`src/gunsmoke_defines.svh`:
```
/*
 * Video timing, clock divider and download map constants for the video core.
 * Include this header in any RTL or testbench file that needs them.
 */

`ifndef GUNSMOKE_DEFINES_SVH
`define GUNSMOKE_DEFINES_SVH

// Horizontal timing in 6 MHz pixels
`define GS_H_TOTAL      384
`define GS_H_ACTIVE     256
`define GS_HS_START     288
`define GS_HS_END       320

// Vertical timing in lines, start inclusive and end exclusive
`define GS_V_TOTAL      262
`define GS_V_START      16
`define GS_V_END        240
`define GS_VS_START     244
`define GS_VS_END       248

// Download image split, palette PROMs start here
`define GS_PROM_ADDR    22'hA_C000
// Red, green and blue only
`define GS_PROM_COUNT   3

`endif

```
`src/gunsmoke_pkg.sv`:
```
/*
 * Shared types of the video core: counts, colour data and download buses.
 * Referenced by scoped name from each module.
 */

package gunsmoke_pkg;

    // Video counters
    typedef logic [8:0] hpos_t;
    typedef logic [8:0] vpos_t;

    // Colour index, doubles as palette PROM address
    typedef logic [7:0] pix_t;
    // One palette component
    typedef logic [3:0] col_t;

    // Byte address on the download stream
    typedef logic [21:0] dl_addr_t;
    // 16-bit word address on the SDRAM side
    typedef logic [21:0] sd_addr_t;

    // One-hot PROM writes: bit 0 red, bit 1 green, bit 2 blue
    typedef logic [2:0] prom_we_t;

endpackage

```
`src/gunsmoke_cen.sv`:
```
/*
 * Clock enable generator, divides the 48 MHz clock into 12, 6, 3 and 1.5 MHz
 * single-cycle enables. Faster enables are always high with slower ones.
 */

`timescale 1ns/1ps

module gunsmoke_cen (
    input  logic clk,
    input  logic reset,
    output logic cen12,
    output logic cen6,
    output logic cen3,
    output logic cen1p5
);

    logic [4:0] cnt;
    logic [4:0] cnt_next;

    assign cnt_next = cnt + 5'd1;

    // Enables are registered from the next count, so each one is high
    // exactly while the counter sits at the matching all-ones pattern
    always_ff @(posedge clk) begin
        if (reset) begin
            cnt    <= 5'd0;
            cen12  <= 1'b0;
            cen6   <= 1'b0;
            cen3   <= 1'b0;
            cen1p5 <= 1'b0;
        end else begin
            cnt    <= cnt_next;
            cen12  <= &cnt_next[1:0];
            cen6   <= &cnt_next[2:0];
            cen3   <= &cnt_next[3:0];
            cen1p5 <= &cnt_next;
        end
    end

endmodule

```
`src/gunsmoke_colmix.sv`:
```
/*
 * Colour mixer. Looks up the pixel index in the red, green and blue palette
 * PROMs over two cen6 stages and blanks the colour outside active video.
 */

`timescale 1ns/1ps

`include "gunsmoke_defines.svh"

module gunsmoke_colmix (
    input  logic                    clk,
    input  logic                    reset,
    input  logic                    cen6,
    input  gunsmoke_pkg::pix_t      pixel,
    input  logic                    LHBL,
    input  logic                    LVBL,
    // PROM load port
    input  gunsmoke_pkg::pix_t      prog_addr,
    input  gunsmoke_pkg::col_t      prog_din,
    input  gunsmoke_pkg::prom_we_t  prom_we,
    // Pixel output
    output gunsmoke_pkg::col_t      red,
    output gunsmoke_pkg::col_t      green,
    output gunsmoke_pkg::col_t      blue,
    output logic                    LHBL_dly,
    output logic                    LVBL_dly
);

    localparam int PROMS = `GS_PROM_COUNT;

    // Palette PROMs, index 0 red, 1 green, 2 blue
    gunsmoke_pkg::col_t pal [PROMS][256];

    // Stage 1
    gunsmoke_pkg::pix_t pix_s1;
    logic               lhbl_s1;
    logic               lvbl_s1;
    logic               active_s1;

    // Loaded while downloading, one write per strobe
    for (genvar i = 0; i < PROMS; i++) begin : g_prom
        always_ff @(posedge clk) begin
            if (prom_we[i]) begin
                pal[i][prog_addr] <= prog_din;
            end
        end
    end

    // Stage 1 index register
    always_ff @(posedge clk) begin
        if (cen6) begin
            pix_s1 <= pixel;
        end
    end

    // Stage 1 blanking register
    always_ff @(posedge clk) begin
        if (reset) begin
            lhbl_s1 <= 1'b0;
            lvbl_s1 <= 1'b0;
        end else if (cen6) begin
            lhbl_s1 <= LHBL;
            lvbl_s1 <= LVBL;
        end
    end

    assign active_s1 = lhbl_s1 && lvbl_s1;

    // Stage 2 lookup and blanking, flags follow the colour
    always_ff @(posedge clk) begin
        if (reset) begin
            red      <= '0;
            green    <= '0;
            blue     <= '0;
            LHBL_dly <= 1'b0;
            LVBL_dly <= 1'b0;
        end else if (cen6) begin
            LHBL_dly <= lhbl_s1;
            LVBL_dly <= lvbl_s1;
            if (active_s1) begin
                red   <= pal[0][pix_s1];
                green <= pal[1][pix_s1];
                blue  <= pal[2][pix_s1];
            end else begin
                // Black during blanking
                red   <= '0;
                green <= '0;
                blue  <= '0;
            end
        end
    end

endmodule

```
`src/gunsmoke_prom_we.sv`:
```
/*
 * Download decoder. Bytes below the PROM region go to SDRAM as masked 16-bit
 * word writes, bytes above it become palette PROM write strobes.
 */

`timescale 1ns/1ps

`include "gunsmoke_defines.svh"

module gunsmoke_prom_we (
    input  logic                    clk,
    input  logic                    reset,
    input  logic                    downloading,
    input  gunsmoke_pkg::dl_addr_t  ioctl_addr,
    input  logic [7:0]              ioctl_data,
    input  logic                    ioctl_wr,
    output gunsmoke_pkg::sd_addr_t  prog_addr,
    output logic [7:0]              prog_data,
    output logic [1:0]              prog_mask,
    output logic                    prog_we,
    output gunsmoke_pkg::prom_we_t  prom_we
);

    localparam gunsmoke_pkg::dl_addr_t PROM_ADDR = `GS_PROM_ADDR;
    localparam logic [3:0] PROM_COUNT = 4'(`GS_PROM_COUNT);

    gunsmoke_pkg::dl_addr_t offset;
    logic                   is_prom;
    logic [3:0]             prom_sel;

    assign is_prom  = ioctl_addr >= PROM_ADDR;
    assign offset   = ioctl_addr - PROM_ADDR;
    assign prom_sel = offset[11:8];

    // Write strobes, one clk after the accepted byte
    always_ff @(posedge clk) begin
        if (reset) begin
            prog_we <= 1'b0;
            prom_we <= '0;
        end else begin
            prog_we <= ioctl_wr && downloading && !is_prom;
            prom_we <= '0;
            if (ioctl_wr && downloading && is_prom && prom_sel < PROM_COUNT) begin
                prom_we <= gunsmoke_pkg::prom_we_t'(3'b001 << prom_sel[1:0]);
            end
        end
    end

    // Address, data and byte mask
    always_ff @(posedge clk) begin
        if (ioctl_wr && downloading) begin
            prog_data <= ioctl_data;
            if (is_prom) begin
                prog_addr <= {14'd0, offset[7:0]};
                prog_mask <= 2'b11;
            end else begin
                prog_addr <= ioctl_addr >> 1;
                // Active low, marks the half of the word left alone
                prog_mask <= ioctl_addr[0] ? 2'b01 : 2'b10;
            end
        end
    end

endmodule

```
`src/gunsmoke_timer.sv`:
```
/*
 * Video timer. Counts pixels and lines on cen6 and produces blanking and sync.
 * All outputs change together on the clk edge where cen6 is high.
 */

`timescale 1ns/1ps

`include "gunsmoke_defines.svh"

module gunsmoke_timer (
    input  logic                 clk,
    input  logic                 reset,
    input  logic                 cen6,
    output gunsmoke_pkg::hpos_t  H,
    output gunsmoke_pkg::vpos_t  V,
    output logic                 LHBL,
    output logic                 LVBL,
    output logic                 HS,
    output logic                 VS
);

    // Window limits at counter width
    localparam gunsmoke_pkg::hpos_t H_LAST =
        gunsmoke_pkg::hpos_t'(`GS_H_TOTAL - 1);
    localparam gunsmoke_pkg::hpos_t H_ACTIVE =
        gunsmoke_pkg::hpos_t'(`GS_H_ACTIVE);
    localparam gunsmoke_pkg::hpos_t HS_START =
        gunsmoke_pkg::hpos_t'(`GS_HS_START);
    localparam gunsmoke_pkg::hpos_t HS_END =
        gunsmoke_pkg::hpos_t'(`GS_HS_END);

    localparam gunsmoke_pkg::vpos_t V_LAST =
        gunsmoke_pkg::vpos_t'(`GS_V_TOTAL - 1);
    localparam gunsmoke_pkg::vpos_t V_START =
        gunsmoke_pkg::vpos_t'(`GS_V_START);
    localparam gunsmoke_pkg::vpos_t V_END =
        gunsmoke_pkg::vpos_t'(`GS_V_END);
    localparam gunsmoke_pkg::vpos_t VS_START =
        gunsmoke_pkg::vpos_t'(`GS_VS_START);
    localparam gunsmoke_pkg::vpos_t VS_END =
        gunsmoke_pkg::vpos_t'(`GS_VS_END);

    gunsmoke_pkg::hpos_t h_next;
    gunsmoke_pkg::vpos_t v_next;

    // Counts for the coming pixel
    always_comb begin
        h_next = H + 9'd1;
        v_next = V;
        if (H == H_LAST) begin
            h_next = '0;
            if (V == V_LAST) begin
                v_next = '0;
            end else begin
                v_next = V + 9'd1;
            end
        end
    end

    // Flags come from the counts being loaded, so they line up with H and V
    always_ff @(posedge clk) begin
        if (reset) begin
            H    <= '0;
            V    <= '0;
            LHBL <= 1'b1;
            LVBL <= 1'b0;
            HS   <= 1'b0;
            VS   <= 1'b0;
        end else if (cen6) begin
            H    <= h_next;
            V    <= v_next;
            LHBL <= h_next < H_ACTIVE;
            LVBL <= (v_next >= V_START) && (v_next < V_END);
            HS   <= (h_next >= HS_START) && (h_next < HS_END);
            VS   <= (v_next >= VS_START) && (v_next < VS_END);
        end
    end

endmodule

```
`src/gunsmoke_video.sv`:
```
/*
 * Video and loading core top level. Wires the clock enables, video timer,
 * download decoder and colour mixer together with no added latency.
 */

`timescale 1ns/1ps

module gunsmoke_video (
    input  logic                    clk,
    input  logic                    reset,
    // Pixel index from the tile and object engines
    input  gunsmoke_pkg::pix_t      pixel,
    // Download stream
    input  logic                    downloading,
    input  gunsmoke_pkg::dl_addr_t  ioctl_addr,
    input  logic [7:0]              ioctl_data,
    input  logic                    ioctl_wr,
    // Clock enables
    output logic                    cen12,
    output logic                    cen6,
    output logic                    cen3,
    output logic                    cen1p5,
    // Video timing
    output gunsmoke_pkg::hpos_t     H,
    output gunsmoke_pkg::vpos_t     V,
    output logic                    LHBL,
    output logic                    LVBL,
    output logic                    HS,
    output logic                    VS,
    // Colour output
    output logic                    LHBL_dly,
    output logic                    LVBL_dly,
    output gunsmoke_pkg::col_t      red,
    output gunsmoke_pkg::col_t      green,
    output gunsmoke_pkg::col_t      blue,
    // SDRAM load port
    output gunsmoke_pkg::sd_addr_t  prog_addr,
    output logic [7:0]              prog_data,
    output logic [1:0]              prog_mask,
    output logic                    prog_we
);

    gunsmoke_pkg::prom_we_t prom_we;

    gunsmoke_cen u_cen (
        .clk    (clk),
        .reset  (reset),
        .cen12  (cen12),
        .cen6   (cen6),
        .cen3   (cen3),
        .cen1p5 (cen1p5)
    );

    gunsmoke_timer u_timer (
        .clk   (clk),
        .reset (reset),
        .cen6  (cen6),
        .H     (H),
        .V     (V),
        .LHBL  (LHBL),
        .LVBL  (LVBL),
        .HS    (HS),
        .VS    (VS)
    );

    gunsmoke_prom_we u_prom_we (
        .clk         (clk),
        .reset       (reset),
        .downloading (downloading),
        .ioctl_addr  (ioctl_addr),
        .ioctl_data  (ioctl_data),
        .ioctl_wr    (ioctl_wr),
        .prog_addr   (prog_addr),
        .prog_data   (prog_data),
        .prog_mask   (prog_mask),
        .prog_we     (prog_we),
        .prom_we     (prom_we)
    );

    // PROMs take the low address and colour bits of the load bus
    gunsmoke_colmix u_colmix (
        .clk       (clk),
        .reset     (reset),
        .cen6      (cen6),
        .pixel     (pixel),
        .LHBL      (LHBL),
        .LVBL      (LVBL),
        .prog_addr (prog_addr[7:0]),
        .prog_din  (prog_data[3:0]),
        .prom_we   (prom_we),
        .red       (red),
        .green     (green),
        .blue      (blue),
        .LHBL_dly  (LHBL_dly),
        .LVBL_dly  (LVBL_dly)
    );

endmodule

```
`config.mk`:
```
export PLATFORM = sky130hd
export DESIGN_NAME = gunsmoke_video
export DESIGN_NICKNAME = d
export VERILOG_FILES = /design/src/gunsmoke_pkg.sv /design/src/gunsmoke_cen.sv /design/src/gunsmoke_colmix.sv /design/src/gunsmoke_prom_we.sv /design/src/gunsmoke_timer.sv /design/src/gunsmoke_video.sv
export VERILOG_INCLUDE_DIRS = /design/src
export SDC_FILE = /design/constraint.sdc
export NUM_CORES = 2
export LEC_CHECK = 0
export BUFFER_PORTS_ARGS = -buffer_cell sky130_fd_sc_hd__buf_4
export CAP_MARGIN = 10
export CORE_ASPECT_RATIO = 1.5
export CORE_MARGIN = 4
export CORE_UTILIZATION = 50
export DETAILED_ROUTE_END_ITERATION = 10
export PLACE_DENSITY_LB_ADDON = 0.25
export SETUP_SLACK_MARGIN = 0.02
export SLEW_MARGIN = 20
export SYNTH_ARGS = -nofsm -noshare
export SYNTH_HDL_FRONTEND = slang
export SYNTH_SLANG_ARGS = --single-unit
export TNS_END_PERCENT = 10
```
`constraint.sdc`:
```
create_clock -name clk -period 11.7 [get_ports clk]
set_input_delay 0.585 -clock clk [delete_from_list [all_inputs] [get_ports clk]]
set_output_delay 0.585 -clock clk [all_outputs]
set_load 0.05 [all_outputs]
```
* Word level (Yosys, flattened, before mapping) *
Memories as Yosys holds them, arrays and structs flattened.
Cells that the tools add are included.

word-level totals
  memories = 1
  register bits after elaboration = 91
  word-level logic and storage cells = 88
  input bits = 42
  memory bits (writable) = 3072
  output and inout bits = 73

memory list
  name          depth  width  rd ports  clocked after memory_dff  write ports  RTL line               RTL
  u_colmix.pal  3      1024   3         0                         3            gunsmoke_colmix.sv:32  gunsmoke_pkg::col_t pal [PROMS][256];

cells by class
  reduce and logical (&&, ||, !) cells = 15
  bitwise operators = 3
  magnitude comparators = 12
  $add $sub $neg = 4
  shifts and indexed selects = 1
  multiplexer cells = 25
  equality and inequality tests = 2

operators by type and width
  operator                                                                 number
  1024-bit 2-to-1 mux                                                      3
  4-bit binary-select mux with 8-bit select                                3
  4-bit 2-to-1 mux                                                         10
  4-bit demux with 8-bit select                                            1
  9-bit >= comparator, second input constant                               3
  9-bit 2-to-1 mux                                                         3
  22-bit by 20-bit >= comparator with 1-bit output, second input constant  1
  9-bit by 1-bit adder with 9-bit output, second input constant            2
  9-bit equality test, second input constant                               2
  9-bit by 8-bit < comparator with 1-bit output, second input constant     2
  9-bit < comparator, second input constant                                2
  8-bit inverter with 9-bit output                                         2
  12-bit by 1-bit subtractor with 12-bit output, second input constant     1
  9-bit by 5-bit >= comparator with 1-bit output, second input constant    1
  9-bit by 8-bit >= comparator with 1-bit output, second input constant    1
  1-bit logical AND                                                        9
  9-bit by 1-bit < comparator with 1-bit output, second input constant     1
  8-bit 2-to-1 mux                                                         1
  5-bit by 1-bit adder with 5-bit output, second input constant            1
  5-bit AND reduction                                                      1
  4-bit by 2-bit < comparator with 1-bit output, second input constant     1
  4-bit AND reduction                                                      1
  1-bit 2-to-1 mux                                                         3
  3-bit AND reduction                                                      1
  other kinds (6)                                                          6

* Longest topological paths before layout *
  depth after elaboration = 6
  mapped depth = 13

* By module *
A second synthesis with hierarchy kept.

second synthesis, totals
  cells, all modules = 6550
  area total of the unflattened synthesis = 126634.0 sq um

modules (own cells, without submodules)
  module            cells each  area each (sq um)  instances
  gunsmoke_colmix   6277        123709.9           1
  gunsmoke_timer    175         1322.5             1
  gunsmoke_prom_we  71          1295.0             1
  gunsmoke_cen      27          306.5              1

* Worst setup path after synthesis *
No wires, ideal clock.

  path type = reg-to-reg
  start = reg u_prom_we.prog_data[0]
  end = mem u_colmix.pal[0][0] (netlist bit) (data pin)
  buffers on the path = 0
  data arrival time = 9.390 ns
  data required time = 9.583 ns
  stages on the path, launching flop included = 1
  library setup time = 2.117 ns
  setup slack = 0.193 ns
  path through = edfxtp_1

RTL lines
  what                    RTL line                RTL
  start, declared         gunsmoke_prom_we.sv:18  output logic [7:0] prog_data,
  start signal, assigned  gunsmoke_prom_we.sv:52  prog_data <= ioctl_data;
  end, declared           gunsmoke_colmix.sv:32

* Final worst setup path *
  start = reg u_colmix.pix_s1[0]
  end = reg u_colmix.blue[1]

on the way
  word-level cells in the longest chain between the ends = 5

ends and longest elaborated chain
  what                                                    RTL line               RTL
  start, declared                                         gunsmoke_colmix.sv:35  gunsmoke_pkg::pix_t pix_s1;
  start signal, assigned                                  gunsmoke_colmix.sv:52  pix_s1 <= pixel;
  8-bit inverter with 9-bit output (implied by the code)  gunsmoke_colmix.sv:83  blue <= pal[2][pix_s1];
  4-bit binary-select mux with 8-bit select               gunsmoke_colmix.sv:83
  4-bit 2-to-1 mux (implied by the code) (2 in series)    gunsmoke_colmix.sv:83
  4-bit 2-to-1 mux                                        gunsmoke_colmix.sv:80  if (active_s1) begin
  end signal, assigned                                    gunsmoke_colmix.sv:83
  end, declared                                           gunsmoke_colmix.sv:24  output gunsmoke_pkg::col_t blue,

No other way between the ends. The select of a mux whose other input is x is not followed.
A chain may end at the register's enable or synchronous reset.

==> flow_summary.toml <==
[placed_design]
place.gp.congestion = 0.900
port_buffers = 113
place_hpwl_um = 228000
dp_slack_ns = 6.58

[timing]
finalMaxSlewViolations = 0
relSlewSlack = 0.142
setup_viol = 0
hold_viol = 0
holdWs_ns = 0.242
worst_clock_skew_ns = 0.0563
fin_crit_sh = 0.429
fin_crit_ns = 5.01
max_freq_mhz = 199
tightest_slew_ns = 1.29
fin_setup_tns_ns = 0
post-route-worst-setup-slack_ns = 6.69
rsz0062_at_grt = "no"

[setup_path]
cp_slowest_cell = "a22oi_1"
r2r_end = "u_colmix.blue[1]"
start_kind = "flip-flop"
cp.depth = 7
critPathBufInv = 2
crit_chain = "buf_12 -> buf_4 -> mux4_2 -> a22oi_1 -> a22oi_1 -> a221oi_1 -> o31ai_1"
arrival_ns = 5.72
regToRegSetupSlack_ns = 6.69
r2r_start = "u_colmix.pix_s1[0]"
cp-end-kind = "flip-flop"
worstPathMaxFanout = 76
crit_top_cell = "a22oi_1"
crit_required_ns = 12.41
cpPeakStageDelay_ns = 0.82
critical-path-top-delay-family = "compound AO/OA/AOI/OAI gates"
crit_type = "flip-flop to flip-flop"
reg2reg_depth = 7

[logic_synthesis]
syn_area_um2 = 125000
synth_cell_type_count = 76
yosysSeqAreaShare = 0.756
yosysTopAreaCell = "edfxtp_1"
synth_top_cell_area_share = 0.748
synthArstFlopShare = 0
synth_area_per_cell_um2 = 19.3
syn_inst = 6463
synth_flop_cell = "edfxtp_1"
yosys_warnings = 0
synth.area.top_cells = "edfxtp_1 75%, mux4_2 13%, nor2_1 2.6%"
synth_edf_count = 3111
synth_seq_cells = 3162

[cells_and_area]
nets = 6678
syn_to_final_growth_pct = 11.3
seq_area_um2 = 94400
fin_util = 0.560
multiInputGateArea_um2 = 28200
fillers = 18600
drive_gt1_frac = 0.226

[die]
die_area_um2 = 258000
die_h_um = 620
fp-row-count = 224
start_util = 0.503
die_w_um = 416
core_um2 = 248000
io_pins = 115

[route]
drtIter0Drc = 8797
routedWlPerCell_um = 35.9
ant_nets = 0
wirelength_um = 363000
firstDrtPassIters = 6
vias = 66100
drt_drc_violations_left = 0
avgViaCountPerCell = 6.52

[global_route]
met1_usage = 0.338
grt_max_degree = 235
use_met2 = 0.478
grt_pass1_vias = 67100
grt_util_met3 = 0.0555
grt_util_all_layers = 0.280
grt-ovfl-total = 0
grt_pass1_wl_um = 510000
busiest_layer = "met2"
antenna_found_initial = 16

[cts]
post_cts_buffers = 0
cts_buffers = 291
path_clk_slew_ns = 0.06
postCtsHoldBufs = 41
cts.sinks = 3162
cts_buffer_depth = 4
cts_resized = 0
clkLatencyLatePin_ns = 0.88
h-tree-depth = 5
cts_tree = "done"
root_buffer = "clkbuf_16"

[power]
power_frac_seq = 0.551
combPwrFrac = 0.022
power_frac_clock = 0.428
intPower_uw = 18100
irDropWorstVdd_v = 0.000114
swShare = 0.202
power.density_nw_per_um2 = 163
p_total_uw = 22700
power_leakage_uw = 0.0428
p_switching_uw = 4580

[job]
maxCapViolations = 0

[min_path]
min_to = "u_prom_we.prog_mask[1]"
hold_path_class = "input port to flip-flop"
hold_start = "ioctl_addr[20]"
worstHoldPathCells = 4

[outcome]
status = "completed"
layer usage:
layer	vias up	wire, µm
met1	34900	123000
met5	-	26
met2	3845	185000
met3	869	32600
met4	4	23000
li1	26500	-
worst max path at each step:
stage / start / endpoint / slack [ns]
6_report: u_colmix.pix_s1[0] / u_colmix.blue[1] / 6.69
5_1_grt: u_colmix.pix_s1[0] / u_colmix.blue[1] / 6.45
4_1_cts: u_colmix.pix_s1[0] / u_colmix.blue[1] / 6.56
3_5_place_dp: u_colmix.pix_s1[0] / u_colmix.blue[1] / 6.58
3_3_place_gp: u_colmix.pix_s1[0] / u_colmix.red[3] / 6.31
2_1_floorplan: u_prom_we.prog_data[0] / u_colmix.pal[0][0] / 0.19
final cells by class:
type,count,share of cell area
inverter,10,0.000315
sequential,3162,0.679
multi-input combinational,2851,0.203
timing repair buffer,314,0.0193
clock buffer,352,0.0558
clock inverter,159,0.0129
tap,3277,0.0295
antenna,6,0.000108
cell usage after synthesis (19+ instances only):
| cell | count |
|---|---|
| edfxtp_1 | 3111 |
| a31oi_1 | 22 |
| mux4_2 | 725 |
| dfxtp_1 | 51 |
| mux2_2 | 23 |
| a21oi_1 | 85 |
| nand2_1 | 238 |
| nand3_1 | 63 |
| buf_1 | 22 |
| o22ai_1 | 107 |
| and3_1 | 19 |
| buf_4 | 49 |
| clkbuf_1 | 228 |
| o21ai_0 | 50 |
| a211oi_1 | 30 |
| mux2i_1 | 174 |
| and2_1 | 35 |
| nor3_1 | 80 |
| buf_6 | 38 |
| o221ai_1 | 32 |
| buf_2 | 82 |
| a22oi_1 | 45 |
| nor2_1 | 868 |
| nor2b_1 | 24 |
| nand2b_1 | 23 |
layout by cell type (no fill, tap or decap), drive strengths merged, types with 30 or more instances in the layout:
cell type       n
dfxtp          51
dlygate4sd3    41
bufinv         36
clkinv         97
and2           36
o22ai         107
nand3          63
buf           273
a22oi          45
a211oi         30
nor3           80
clkbuf        352
edfxtp       3111
nand2         238
nor2          868
mux2i         174
mux4          728
o221ai         32
a21oi          85
o21ai          53
per-stage QoR:
| stage | instances | instance area (µm²) |
|---|---|---|
| after CTS | 10100 | 139000 |
| after global placement | 9569 | 129000 |
| after global routing | 10100 | 139000 |
| final | 10100 | 139000 |
| after floorplan | 6465 | 125000 |
| after detailed placement | 9572 | 129000 |
worst reg2reg max path: cells and delay by family (launching register included):
family,cells,cell delay [ns]
flops,1,0.81
compound gates,4,1.97
mux,1,0.65
buf+inv,2,1.43
flip-flops by register name, indices dropped and copies added (netlist names), 2 cells and up:
register	cells
u_colmix.pix_s1	8
u_prom_we.prog_addr	21
u_prom_we.prog_data	8
u_colmix.blue	4
u_cen.cnt	5
u_prom_we.prog_mask	2
u_colmix.pal	3072
u_prom_we.prom_we	3
u_colmix.red	4
u_timer.H	9
u_colmix.green	4
u_timer.V	9
logic make-up (layout without fill, tap and decap cells):
logic type	Yosys count	after routing	share of synthesized area
compound gates	485	485	0.0265
xor+xnor	14	14	0.000982
fa+ha+maj	6	6	0.000601
buf+inv	452	835	0.0205
flops	3162	3162	0.756
mux	925	925	0.147
other cells	1	9	0.0000300
simple gates	1418	1418	0.0479
power groups by stage:
stage	Clock [µW]	Combinational [µW]	Sequential [µW]
2_1_floorplan	0	127	13000
3_3_place_gp	0	462	12700
3_5_place_dp	0	481	12700
4_1_cts	9810	491	12500
5_1_grt	10300	521	12500
6_report	9710	494	12500
Power figures use the tool's default switching activity.
